[src/csr_pkg.sv]
package csr_pkg;

    // csr access kind
    typedef enum logic [1:0] {
        csr_op_none = 2'd0,
        csr_op_wr   = 2'd1,  // plain write
        csr_op_xchg = 2'd2   // masked write
    } csr_op_t;

    typedef struct packed {
        logic        csr_we;
        csr_op_t     csr_op;
        logic [13:0] csr_num;
        logic [31:0] wdata;
        logic [31:0] wmask;   // only looked at for xchg
    } csr_ctrl_t;

    // csr numbers
    localparam logic [13:0] csr_num_crmd   = 14'h0;
    localparam logic [13:0] csr_num_prmd   = 14'h1;
    localparam logic [13:0] csr_num_estat  = 14'h5;
    localparam logic [13:0] csr_num_era    = 14'h6;
    localparam logic [13:0] csr_num_eentry = 14'hc;

    // estat ecode values
    localparam logic [5:0] ecode_sys = 6'hb;
    localparam logic [5:0] ecode_brk = 6'hc;
    localparam logic [5:0] ecode_ine = 6'hd;
    localparam logic [5:0] ecode_ipe = 6'he;
    localparam logic [5:0] ecode_ale = 6'h9;

    // positions inside excp_num
    // lower bits are int / fetch-side tlb, upper ones data-side tlb
    localparam int unsigned excp_bit_sys = 5;
    localparam int unsigned excp_bit_brk = 6;
    localparam int unsigned excp_bit_ine = 7;
    localparam int unsigned excp_bit_ipe = 8;
    localparam int unsigned excp_bit_ale = 9;

endpackage

[src/pipe_pkg.sv]
package pipe_pkg;

    // load extraction selected in the load-result stage
    typedef enum logic [2:0] {
        op_none = 3'd0,  // not a load, raw_data passes through
        op_lw   = 3'd1,
        op_lh   = 3'd2,
        op_lhu  = 3'd3,
        op_lb   = 3'd4,
        op_lbu  = 3'd5
    } load_op_t;

    // result as it leaves the memory stage
    typedef struct packed {
        logic        is_break;
        logic        inst_valid;
        logic [4:0]  wreg_index;
        logic        wreg_en;
        logic [31:0] inst;
        logic [31:0] pc;
        logic [31:0] raw_data;   // load word or alu result
        logic [1:0]  addr_lo;    // low address bits of the access
        load_op_t    load_op;
        logic [15:0] excp_num;   // one bit per exception source
        logic        ertn;
    } mem_in_t;

    // aligned result, 104 bits
    // also the commit bus out of the writeback stage
    typedef struct packed {
        logic        is_break;
        logic        inst_valid;
        logic [4:0]  wreg_index;
        logic        wreg_en;
        logic [31:0] inst;
        logic [31:0] pc;
        logic [31:0] mem_result;
    } mem_ctrl_t;

    // exception info travelling alongside mem_ctrl_t
    typedef struct packed {
        logic        ertn;
        logic [15:0] excp_num;
        logic        ms_excp;    // or of all excp_num bits
    } mem_excp_t;

    // forwarding path back to decode
    typedef struct packed {
        logic        wreg_en;
        logic [4:0]  wreg_index;
        logic [31:0] data;
    } bypass_t;

endpackage

[src/csr_file.sv]
module csr_file #(
    parameter logic [31:0] eentry_reset = 32'h1c00_8000
) (
    input  logic               clk,
    input  logic               reset,
    // committed csr write
    input  csr_pkg::csr_ctrl_t csr_wr,
    input  logic               csr_commit,
    // exception entry / return
    input  logic               excp_flush,
    input  logic               ertn_flush,
    input  logic [31:0]        excp_era,
    input  logic [5:0]         ecode,
    input  logic [8:0]         esubcode,
    // read port and redirect
    input  logic [13:0]        rd_num,
    output logic [31:0]        rd_data,
    output logic [31:0]        redirect_pc
);

    logic [31:0] crmd;    // [1:0] plv, [2] ie
    logic [31:0] prmd;    // [1:0] pplv, [2] pie
    logic [31:0] era;
    logic [31:0] eentry;
    logic [31:0] estat;   // [21:16] ecode, [30:22] esubcode

    logic        wr_en;
    logic [31:0] wr_old;  // current value of the written csr
    logic [31:0] wr_val;

    // read mux, unknown numbers give zero
    function automatic logic [31:0] csr_value(input logic [13:0] num);
        logic [31:0] val;
        unique case (num)
            csr_pkg::csr_num_crmd:   val = crmd;
            csr_pkg::csr_num_prmd:   val = prmd;
            csr_pkg::csr_num_estat:  val = estat;
            csr_pkg::csr_num_era:    val = era;
            csr_pkg::csr_num_eentry: val = eentry;
            default:                 val = 32'h0;
        endcase
        return val;
    endfunction

    always_comb begin
        rd_data = csr_value(rd_num);
        wr_old  = csr_value(csr_wr.csr_num);
    end

    assign wr_en = csr_commit & csr_wr.csr_we & (csr_wr.csr_op != csr_pkg::csr_op_none);

    // xchg keeps the bits outside the mask
    assign wr_val = (csr_wr.csr_op == csr_pkg::csr_op_xchg) ?
                    ((wr_old & ~csr_wr.wmask) | (csr_wr.wdata & csr_wr.wmask)) :
                    csr_wr.wdata;

    // exception target first, else return address
    assign redirect_pc = excp_flush ? eentry : era;

    always_ff @(posedge clk) begin
        if (reset) begin
            crmd   <= 32'h0;  // plv 0, ie 0
            prmd   <= 32'h0;
            era    <= 32'h0;
            eentry <= eentry_reset;
            estat  <= 32'h0;
        end else begin
            if (wr_en) begin
                case (csr_wr.csr_num)
                    csr_pkg::csr_num_crmd:   crmd   <= wr_val;
                    csr_pkg::csr_num_prmd:   prmd   <= wr_val;
                    csr_pkg::csr_num_era:    era    <= wr_val;
                    csr_pkg::csr_num_eentry: eentry <= wr_val;
                    default: ;  // estat only changes on entry
                endcase
            end
            // entry / return come last so they override a same-cycle write
            if (excp_flush) begin
                prmd[2:0]   <= crmd[2:0];  // save plv and ie
                crmd[2:0]   <= 3'b000;     // kernel, irq off
                era         <= excp_era;
                estat[21:16] <= ecode;
                estat[30:22] <= esubcode;
            end else if (ertn_flush) begin
                crmd[2:0] <= prmd[2:0];
            end
        end
    end

endmodule

[src/mem_load_align.sv]
module mem_load_align (
    input  logic                 clk,
    input  logic                 reset,
    // from memory stage
    input  logic                 in_valid,
    output logic                 in_ready,
    input  pipe_pkg::mem_in_t    in_bus,
    input  csr_pkg::csr_ctrl_t   in_csr,
    // towards writeback
    output logic                 out_valid,
    input  logic                 out_ready,
    output pipe_pkg::mem_ctrl_t  out_ctrl,
    output pipe_pkg::mem_excp_t  out_excp,
    output csr_pkg::csr_ctrl_t   out_csr
);

    logic        in_fire;
    logic [7:0]  sel_byte;
    logic [15:0] sel_half;
    logic [31:0] load_data;
    logic        misaligned;
    logic [15:0] excp_all;

    assign in_ready = ~out_valid | out_ready;  // empty or being drained
    assign in_fire  = in_valid & in_ready;

    // byte lane / half lane picked by the low address bits
    assign sel_byte = in_bus.raw_data[{in_bus.addr_lo, 3'b000} +: 8];
    assign sel_half = in_bus.addr_lo[1] ? in_bus.raw_data[31:16] : in_bus.raw_data[15:0];

    always_comb begin
        unique case (in_bus.load_op)
            pipe_pkg::op_lb:  load_data = {{24{sel_byte[7]}}, sel_byte};
            pipe_pkg::op_lbu: load_data = {24'h0, sel_byte};
            pipe_pkg::op_lh:  load_data = {{16{sel_half[15]}}, sel_half};
            pipe_pkg::op_lhu: load_data = {16'h0, sel_half};
            default:          load_data = in_bus.raw_data;  // lw and non-loads
        endcase
    end

    // word needs both low bits clear, half needs bit 0 clear
    always_comb begin
        misaligned = 1'b0;
        if (in_bus.load_op == pipe_pkg::op_lw) begin
            misaligned = (in_bus.addr_lo != 2'b00);
        end else if (in_bus.load_op == pipe_pkg::op_lh || in_bus.load_op == pipe_pkg::op_lhu) begin
            misaligned = in_bus.addr_lo[0];
        end
    end

    always_comb begin
        excp_all = in_bus.excp_num;
        excp_all[csr_pkg::excp_bit_ale] = in_bus.excp_num[csr_pkg::excp_bit_ale] | misaligned;
    end

    // one-entry stage, valid flag
    always_ff @(posedge clk) begin
        if (reset) begin
            out_valid <= 1'b0;
        end else if (in_fire) begin
            out_valid <= 1'b1;
        end else if (out_ready) begin
            out_valid <= 1'b0;  // taken, nothing behind it
        end
    end

    // payload, held while out_ready is low
    always_ff @(posedge clk) begin
        if (in_fire) begin
            out_ctrl.is_break   <= in_bus.is_break;
            out_ctrl.inst_valid <= in_bus.inst_valid;
            out_ctrl.wreg_index <= in_bus.wreg_index;
            out_ctrl.wreg_en    <= in_bus.wreg_en;
            out_ctrl.inst       <= in_bus.inst;
            out_ctrl.pc         <= in_bus.pc;
            out_ctrl.mem_result <= load_data;
            out_excp.ertn       <= in_bus.ertn;
            out_excp.excp_num   <= excp_all;
            out_excp.ms_excp    <= |excp_all;
            out_csr             <= in_csr;
        end
    end

endmodule

[src/regfile.sv]
module regfile (
    input  logic        clk,
    input  logic        we,
    input  logic [4:0]  waddr,
    input  logic [31:0] wdata,
    input  logic [4:0]  raddr1,
    input  logic [4:0]  raddr2,
    output logic [31:0] rdata1,
    output logic [31:0] rdata2
);

    logic [31:0] regs [32];

    // r0 is never written
    always_ff @(posedge clk) begin
        if (we && waddr != 5'd0) begin
            regs[waddr] <= wdata;
        end
    end

    // async read ports, r0 forced to zero
    assign rdata1 = (raddr1 == 5'd0) ? 32'h0 : regs[raddr1];
    assign rdata2 = (raddr2 == 5'd0) ? 32'h0 : regs[raddr2];

endmodule

[src/wb_stage.sv]
module wb_stage (
    input  logic                 clk,
    input  logic                 reset,
    // buses from the load-result stage
    input  pipe_pkg::mem_ctrl_t  mem_ctrl_bus,
    input  csr_pkg::csr_ctrl_t   mem_csr_bus,
    input  pipe_pkg::mem_excp_t  mem_excp_bus,
    // handshake
    input  logic                 left_valid,
    output logic                 left_ready,
    output logic                 right_valid,
    input  logic                 right_ready,
    // commit side
    output pipe_pkg::mem_ctrl_t  wb_ctrl_bus,
    output csr_pkg::csr_ctrl_t   wb_csr_bus,
    // exception
    output logic                 excp_flush,
    output logic                 ertn_flush,
    output logic [31:0]          excp_era,
    output logic [5:0]           ecode,
    output logic [8:0]           esubcode,
    // forwarding
    output pipe_pkg::bypass_t    wb_bypass,
    output csr_pkg::csr_ctrl_t   wb_csr_bypass
);

    logic ms_fire;      // transfer from the load-result stage
    logic commit_fire;  // transfer out of the commit register
    logic valid;
    logic excepting;

    assign left_ready  = right_ready;  // single slot, drains when downstream takes
    assign ms_fire     = left_valid & right_ready;
    assign right_valid = valid;
    assign commit_fire = valid & right_ready;

    assign excepting  = mem_excp_bus.ms_excp & mem_ctrl_bus.inst_valid;
    assign excp_flush = excepting & ms_fire;
    assign ertn_flush = mem_excp_bus.ertn & mem_ctrl_bus.inst_valid & ms_fire;
    assign excp_era   = mem_ctrl_bus.pc;

    // lowest set source wins, esubcode unused so far
    always_comb begin
        ecode    = 6'h0;
        esubcode = 9'h0;
        if (mem_excp_bus.excp_num[csr_pkg::excp_bit_sys]) begin
            ecode = csr_pkg::ecode_sys;
        end else if (mem_excp_bus.excp_num[csr_pkg::excp_bit_brk]) begin
            ecode = csr_pkg::ecode_brk;
        end else if (mem_excp_bus.excp_num[csr_pkg::excp_bit_ine]) begin
            ecode = csr_pkg::ecode_ine;
        end else if (mem_excp_bus.excp_num[csr_pkg::excp_bit_ipe]) begin
            ecode = csr_pkg::ecode_ipe;
        end else if (mem_excp_bus.excp_num[csr_pkg::excp_bit_ale]) begin
            ecode = csr_pkg::ecode_ale;
        end
    end

    always_ff @(posedge clk) begin
        if (reset) begin
            valid <= 1'b0;
        end else if (ms_fire) begin
            valid <= 1'b1;
        end else if (commit_fire) begin
            valid <= 1'b0;
        end
    end

    // commit register
    always_ff @(posedge clk) begin
        if (ms_fire) begin
            wb_ctrl_bus <= mem_ctrl_bus;
            wb_csr_bus  <= mem_csr_bus;
            if (excepting) begin
                wb_ctrl_bus.wreg_en <= 1'b0;  // no rf write for a faulting inst
                wb_csr_bus.csr_we   <= 1'b0;  // nor a csr write
            end
        end
    end

    // forward straight from the incoming bus
    always_comb begin
        wb_bypass.wreg_en    = mem_ctrl_bus.wreg_en & left_valid;
        wb_bypass.wreg_index = mem_ctrl_bus.wreg_index;
        wb_bypass.data       = mem_ctrl_bus.mem_result;
        wb_csr_bypass        = mem_csr_bus;
        wb_csr_bypass.csr_we = mem_csr_bus.csr_we & left_valid;
    end

endmodule

[src/wb_subsystem.sv]
module wb_subsystem #(
    parameter logic [31:0] eentry_reset = 32'h1c00_8000
) (
    input  logic                 clk,
    input  logic                 reset,
    // memory-stage input
    input  logic                 in_valid,
    output logic                 in_ready,
    input  pipe_pkg::mem_in_t    in_bus,
    input  csr_pkg::csr_ctrl_t   in_csr,
    // commit
    output logic                 commit_valid,
    input  logic                 commit_ready,
    output pipe_pkg::mem_ctrl_t  commit_ctrl,
    // redirect
    output logic                 redirect_valid,
    output logic [31:0]          redirect_pc,
    // decode-side reads
    input  logic [4:0]           rf_raddr1,
    input  logic [4:0]           rf_raddr2,
    output logic [31:0]          rf_rdata1,
    output logic [31:0]          rf_rdata2,
    input  logic [13:0]          csr_rd_num,
    output logic [31:0]          csr_rd_data,
    // forwarding
    output pipe_pkg::bypass_t    wb_bypass,
    output csr_pkg::csr_ctrl_t   wb_csr_bypass
);

    logic                ms_valid;
    logic                ms_ready;
    pipe_pkg::mem_ctrl_t ms_ctrl;
    pipe_pkg::mem_excp_t ms_excp;
    csr_pkg::csr_ctrl_t  ms_csr;
    csr_pkg::csr_ctrl_t  wb_csr;
    logic                excp_flush;
    logic                ertn_flush;
    logic [31:0]         excp_era;
    logic [5:0]          ecode;
    logic [8:0]          esubcode;
    logic                commit_fire;

    assign commit_fire    = commit_valid & commit_ready;
    assign redirect_valid = excp_flush | ertn_flush;

    mem_load_align load_align_i (
        .clk       (clk),
        .reset     (reset),
        .in_valid  (in_valid),
        .in_ready  (in_ready),
        .in_bus    (in_bus),
        .in_csr    (in_csr),
        .out_valid (ms_valid),
        .out_ready (ms_ready),
        .out_ctrl  (ms_ctrl),
        .out_excp  (ms_excp),
        .out_csr   (ms_csr)
    );

    wb_stage wb_i (
        .clk           (clk),
        .reset         (reset),
        .mem_ctrl_bus  (ms_ctrl),
        .mem_csr_bus   (ms_csr),
        .mem_excp_bus  (ms_excp),
        .left_valid    (ms_valid),
        .left_ready    (ms_ready),
        .right_valid   (commit_valid),
        .right_ready   (commit_ready),
        .wb_ctrl_bus   (commit_ctrl),
        .wb_csr_bus    (wb_csr),
        .excp_flush    (excp_flush),
        .ertn_flush    (ertn_flush),
        .excp_era      (excp_era),
        .ecode         (ecode),
        .esubcode      (esubcode),
        .wb_bypass     (wb_bypass),
        .wb_csr_bypass (wb_csr_bypass)
    );

    // write lands on commit fire
    regfile rf_i (
        .clk    (clk),
        .we     (commit_fire & commit_ctrl.wreg_en),
        .waddr  (commit_ctrl.wreg_index),
        .wdata  (commit_ctrl.mem_result),
        .raddr1 (rf_raddr1),
        .raddr2 (rf_raddr2),
        .rdata1 (rf_rdata1),
        .rdata2 (rf_rdata2)
    );

    csr_file #(
        .eentry_reset (eentry_reset)
    ) csr_i (
        .clk         (clk),
        .reset       (reset),
        .csr_wr      (wb_csr),
        .csr_commit  (commit_fire),
        .excp_flush  (excp_flush),
        .ertn_flush  (ertn_flush),
        .excp_era    (excp_era),
        .ecode       (ecode),
        .esubcode    (esubcode),
        .rd_num      (csr_rd_num),
        .rd_data     (csr_rd_data),
        .redirect_pc (redirect_pc)
    );

endmodule

[config.mk]
export PLATFORM = sky130hd
export DESIGN_NAME = wb_subsystem
export DESIGN_NICKNAME = d
export VERILOG_FILES = /design/src/csr_pkg.sv /design/src/pipe_pkg.sv /design/src/csr_file.sv /design/src/mem_load_align.sv /design/src/regfile.sv /design/src/wb_stage.sv /design/src/wb_subsystem.sv
export SDC_FILE = /design/constraint.sdc
export NUM_CORES = 2
export LEC_CHECK = 0
export ABC_AREA = 1
export BUFFER_PORTS_ARGS = -buffer_cell sky130_fd_sc_hd__buf_2
export CORE_MARGIN = 1
export CORE_UTILIZATION = 26
export CTS_BUF_LIST = sky130_fd_sc_hd__clkbuf_8 sky130_fd_sc_hd__clkbuf_16
export DETAILED_ROUTE_END_ITERATION = 8
export MAX_ROUTING_LAYER = met4
export PLACE_DENSITY = 0.54
export RECOVER_POWER = 25
export SLEW_MARGIN = 20
export SYNTH_ARGS = -nofsm -noshare
export SYNTH_HDL_FRONTEND = slang
export SYNTH_SLANG_ARGS = --single-unit
[constraint.sdc]
create_clock -name clk -period 11.6 [get_ports clk]
set_input_delay 1.16 -clock clk [delete_from_list [all_inputs] [get_ports clk]]
set_output_delay 1.16 -clock clk [all_outputs]
set_load 0.005 [all_outputs]
### Word-level counts from Yosys, hierarchy flattened

Memories as Yosys holds them, arrays and structs flattened.
Cells that the tools add are included.
Widths: inputs -> output; s select.

* memories kept: 1
* logic and storage cells: 126
* register bits after elaboration: 518
* output and inout bits: 354
* memory bits (writable): 1024
* bits of input ports: 235

Memory list
* rf_i.regs: words 32, bits a word 32, read ports 2, clocked after memory_dff 0, wr ports 1, RTL line regfile.sv:12 `logic [31:0] regs [32];`

* bitwise logic cells: 20
* shift operators: 1
* eq/ne operators: 14
* reductions and logical operators: 24
* mux-type cells: 30

Operators by type and width (count)
* $pmux 32 s5: 2
* $mux 32: 7
* $pmux 32 s4: 1
* $and 32x32->32: 2
* $eq 14x3->1 const B: 4
* $not 32->32: 1
* $or 32x32->32: 1
* $shiftx 32x6->8: 1
* $eq 14x1->1 const B: 2
* $eq 14x4->1 const B: 2
* $logic_not 14->1: 2
* $mux 3: 6
* $mux 6: 3
* $reduce_bool 2->1: 9
* $mux 16: 1
* $reduce_or 16->1: 1
* $and 1x1->1: 12
* $reduce_and 2->1: 6
* $logic_not 5->1: 2
* $mux 1: 8
* $mux 4: 2
* $eq 3x2->1 const B: 2
* $eq 3x3->1 const B: 2
* $reduce_bool 5->1: 1
* other kinds (7): 9

### Depth between registers and ports, before layout

* word-level depth: 8
* gate-level depth with buffers: 13
* depth with buffers taken out: 11

### By module

A second synthesis with hierarchy kept.

* cells, all modules: 8123
* area total of the unflattened synthesis: 74326.3 µm²

Modules (own cells, without submodules)
* regfile: seq. area each 30749.5 µm², times used 1, cells each 5972, area each 51687.1 µm²
* csr_file: seq. area each 2862.7 µm², times used 1, cells each 1322, area each 8468.1 µm²
* mem_load_align: seq. area each 6115.9 µm², times used 1, cells each 449, area each 7241.9 µm²
* wb_stage: seq. area each 5575.3 µm², times used 1, cells each 375, area each 6907.9 µm²
* wb_subsystem: seq. area each 0.0 µm², times used 1, cells each 5, area each 21.3 µm²

### Least setup slack after synthesis

Ideal clock, no wire load.

* path type: input-to-reg
* from: input in_valid
* to: register load_align_i.out_csr[0] in the netlist's numbering, enable pin
* path slack: 0.372 ns
* stages on the path: 2
* setup time: 0.807 ns
* required time: 10.793 ns
* arrival: 10.421 ns
* path buffers: 0
* path through: inv_1 -> a21oi_1

* cells in the longest elaborated chain, start to end: 1

Ends and longest elaborated chain
* from (decl): RTL line wb_subsystem.sv:7 `input logic in_valid,`
* $and 1x1->1: RTL line mem_load_align.sv:25 `assign in_fire = in_valid & in_ready;`
* net load_align_i.in_fire: RTL line mem_load_align.sv:17 `logic in_fire;`
* to (signal assigned): RTL line mem_load_align.sv:80 `out_csr <= in_csr;`
* to (decl): RTL line mem_load_align.sv:14 `output csr_pkg::csr_ctrl_t out_csr`

The timed path passes the listed nets, and every way through them passes these cells.
A chain may end at the register's enable or synchronous reset.

### Worst setup path after layout

* from: input rf_raddr1[2]
* to: output rf_rdata1[4]

* cells in the longest elaborated chain, start to end: 2
* elaborated cells on any way between the ends: 3
* classes of those cells: 1 x mux; 1 x reduce/logical; 1 x memory

Ends and longest elaborated chain
* from (decl): RTL line wb_subsystem.sv:19 `input logic [4:0] rf_raddr1,`
* $mem_v2 32x32 / $logic_not 5->1 (equally long branches)
* $mux 32 *: RTL line regfile.sv:22 `assign rdata1 = (raddr1 == 5'd0) ? 32'h0 : regs[raddr1];`
* to (decl): RTL line wb_subsystem.sv:21 `output logic [31:0] rf_rdata1,`

Mark *: on every way between the ends. The rest lies on a longest branch, timed or not.

==> flow_metrics.py <==
metrics = {
    "synth": {
        "ys_seq_area_share_pct": 63.4,
        "synth_edf_count": 1401,
        "yosys-top-cells-count": "1401 x edfxtp_1, 1247 x o21ai_0, 1242 x nor2_1",
        "yosysMostFrequentCell": "edfxtp_1",
        "ys_warn_count": 0,
        "yosysTopAreaCellShare_pct": 59.6,
        "netlist_area_mm2": 0.0706,
        "synth_area_leaders": "edfxtp_1 60%, o21ai_0 8.8%, nor2_1 6.6%",
        "syn_inst": 6771,
        "synthArstFlopShare_pct": 0,
        "ys_ff_latch": 1535,
        "ys.flop_type": "edfxtp_1",
        "syn_area_per_cell_um2": 10.4,
        "synth_cell_types": 44,
        "yosys.area.top_type": "edfxtp_1",
    },
    "placement": {
        "placed_area_mm2": 0.0762,
        "dp_hpwl_um": 171000,
        "gp_congestion": 0.887,
        "io_buffer_count": 588,
    },
    "clock_tree": {
        "clock-root-buffer": "clkbuf_16",
        "cts_hold_buffers": 0,
        "cts_setup_buffers": 0,
        "clockBufferDepth": 4,
        "clkTransAtPathRegs_ns": 0.06,
        "cts.sinks": 1535,
        "clock_latency_ns": 0.91,
        "tritoncts": "done",
        "cts_buffers": 178,
        "cts-htree-levels": 4,
        "postCtsResizedCells": 0,
    },
    "setup_path": {
        "critical_path_required_ns": 10.44,
        "worstPathMaxFanout": 49,
        "arrival_ns": 5.54,
        "start_kind": "input pin",
        "crit_path_end_kind": "primary output",
        "path_class": "input pin to primary output",
    },
    "floorplan": {
        "io_pins": 589,
        "core-area_mm2": 0.269,
        "num_rows": 190,
        "die_area_mm2": 0.274,
        "fp.dieW_um": 523,
        "start_util_pct": 26.2,
        "dieHeight_um": 523,
    },
    "run_status": {
        "violations": "capacitance limit, slew limit",
        "status": "finished with violations",
    },
    "grt": {
        "grt_pass1_vias": 56500,
        "grt_first_pass_wirelength_um": 411000,
        "grt_start_max_net_pins": 208,
        "overflow": 0,
        "antenna_found_initial": 44,
        "track_usage_pct": 21.4,
    },
    "sta": {
        "min_period_ns": 6.70,
        "finalCritPeriodShare_pct": 57.8,
        "fmax_mhz": 149,
        "worst_slew_pin_slew_ns": 1.91,
        "rsz0062_at_grt": "no",
        "fin_tns_setup_ns": 0,
        "setup_viol": 0,
        "hold_violations": 0,
        "finClkSkew_ns": 0.123,
        "relSlewSlack_pct": -27.4,
        "finalMaxSlewViolations": 475,
    },
    "layout": {
        "final_cell_area_mm2": 0.0817,
        "fillers": 27500,
        "synthToLayoutAreaGrowth_pct": 15.7,
        "final_layout_size_suffix_gt1_share_pct": 14.1,
        "fin_nets": 7285,
    },
    "route": {
        "dr.pass1.iters": 8,
        "drc": 0,
        "vias": 59100,
        "drt_iter0_markers": 8396,
        "avgViaCountPerCell": 5.49,
        "routed_wl_um": 296000,
        "wl_per_cell_um": 27.5,
        "drtAntennaViolNets": 0,
    },
    "pwr": {
        "p_per_area_mw_per_mm2": 154,
        "vdd_ir_drop_max_uv": 119,
        "p_leak_uw": 0.0281,
    },
    "min_path": {
        "hp-class": "register to register",
    },
    "flow_run": {
        "maxCapViolations": 14,
    },
}
-- stage by stage --
| stage | util [%] | hold slack (ns) | total power, uW | setup slack [ns] | std cells |
|---|---|---|---|---|---|
| 2_1_floorplan | - | 0.400 | 6850 | 0.372 | 6802 |
| 3_3_place_gp | 28.3 | 0.401 | 7290 | 5.15 | 10400 |
| 3_5_place_dp | 28.3 | 0.405 | 7300 | 5.15 | 10400 |
| 4_1_cts | 30.4 | 0.400 | 12700 | 5.14 | 10700 |
| 5_1_grt | 30.4 | 0.417 | 13000 | 4.98 | 10800 |
| 6_report | 30.4 | 0.414 | 12600 | 4.90 | 10800 |
-- sequential cells by signal (all words and copies together) (netlist names) --
register	cells
wb_i.wb_csr_bus	81
csr_i.estat	4
wb_i.right_valid	1
csr_i.prmd	32
csr_i.crmd	32
rf_i.regs	1024
csr_i.era	32
wb_i.wb_ctrl_bus	104
load_align_i.out_ctrl	104
load_align_i.out_valid	1
csr_i.eentry	32
load_align_i.out_excp	7
load_align_i.out_csr	81
-- cell families (layout without fill, tap and decap cells) --
group                    after synthesis  count (layout)  synth area share [%]
flip-flops                          1535            1535                  63.4
buffers and inverters                935            1324                  6.27
AO/OA/AOI/OAI                       2122            2122                  17.7
adder cells (fa/ha/maj)                1               1                0.0177
other                                  1              55               0.00531
AND/OR/NAND/NOR                     2177            2177                  12.6
-- critical path, cell delays in order --
cell,delay [ns]
buf_4,0.11
buf_4,0.54
buf_4,0.78
buf_4,0.80
nor3_1,0.12
nand3_2,0.29
buf_4,0.52
nand2_1,0.11
nor2_1,0.74
buf_2,0.25
-- cell type report --
cell class	instances	area [um^2]	share of cell area, %
Inverter	277	1090	1.33
Sequential cell	1535	44800	54.8
Clock buffer	181	4530	5.54
Tap cell	3552	4440	5.44
Clock inverter	141	951	1.16
Timing Repair Buffer	725	4040	4.95
Antenna cell	23	57.6	0.0705
Multi-Input combinational cell	4332	21800	26.7
-- per-layer routing --
metal / vias up / global-route usage [%] / share of wire (%)
li1: 25200 / - / -
met1: 28700 / 25.2 / 37
met2: 4268 / 32.8 / 45
met3: 927 / 5.27 / 11
met4: 0 / 13.2 / 6.9
met5: - / - / 0
-- worst paths after layout --
path	startpoint	to	cells past startpoint	slack [ns]
setup / recovery	rf_raddr1[2]	rf_rdata1[4]	10	4.90
setup reg to reg	wb_i.right_valid	rf_i.regs[1][15]	7	7.86
hold reg to reg	load_align_i.out_ctrl[87]	wb_i.wb_ctrl_bus[87]	0	0.41
hold / removal	load_align_i.out_ctrl[87]	wb_i.wb_ctrl_bus[87]	0	0.41
-- power breakdown --
| group | internal, uW | switching [uW] |
|---|---|---|
| clock network | 3070 | 2350 |
| registers | 6110 | 65.6 |
| logic | 269 | 754 |
-- cell usage in the layout, fill, tap and decap left out, types with 4 or more instances in the layout --
cell type / Yosys / routed
clkbuf_1: 302 / 39
nand3_2: 2 / 5
nor2_4: 3 / 34
nand2_1: 449 / 448
inv_8: 0 / 4
inv_2: 12 / 9
o21bai_1: 4 / 4
nand4_1: 35 / 35
inv_1: 263 / 304
clkinv_1: 1 / 45
buf_6: 17 / 4
or2_2: 6 / 6
nor2_2: 9 / 11
bufinv_16: 0 / 11
o21ai_0: 1247 / 1247
nor2_1: 1242 / 1209
o221ai_1: 380 / 380
buf_4: 160 / 116
nor4_1: 4 / 4
o22ai_1: 99 / 99
clkbuf_16: 0 / 181
o211ai_2: 14 / 14
a21oi_1: 234 / 233
clkinv_2: 0 / 28
nand3_1: 415 / 411
edfxtp_1: 1401 / 1401
a22oi_1: 34 / 34
inv_6: 0 / 7
buf_12: 0 / 7
nor3_1: 7 / 7
conb_1: 1 / 32
buf_8: 0 / 4
o211ai_1: 43 / 43
dfxtp_1: 134 / 134
buf_2: 150 / 555
diode_2: 0 / 23
o21ai_1: 54 / 54
(Power assumes the default switching activity.)
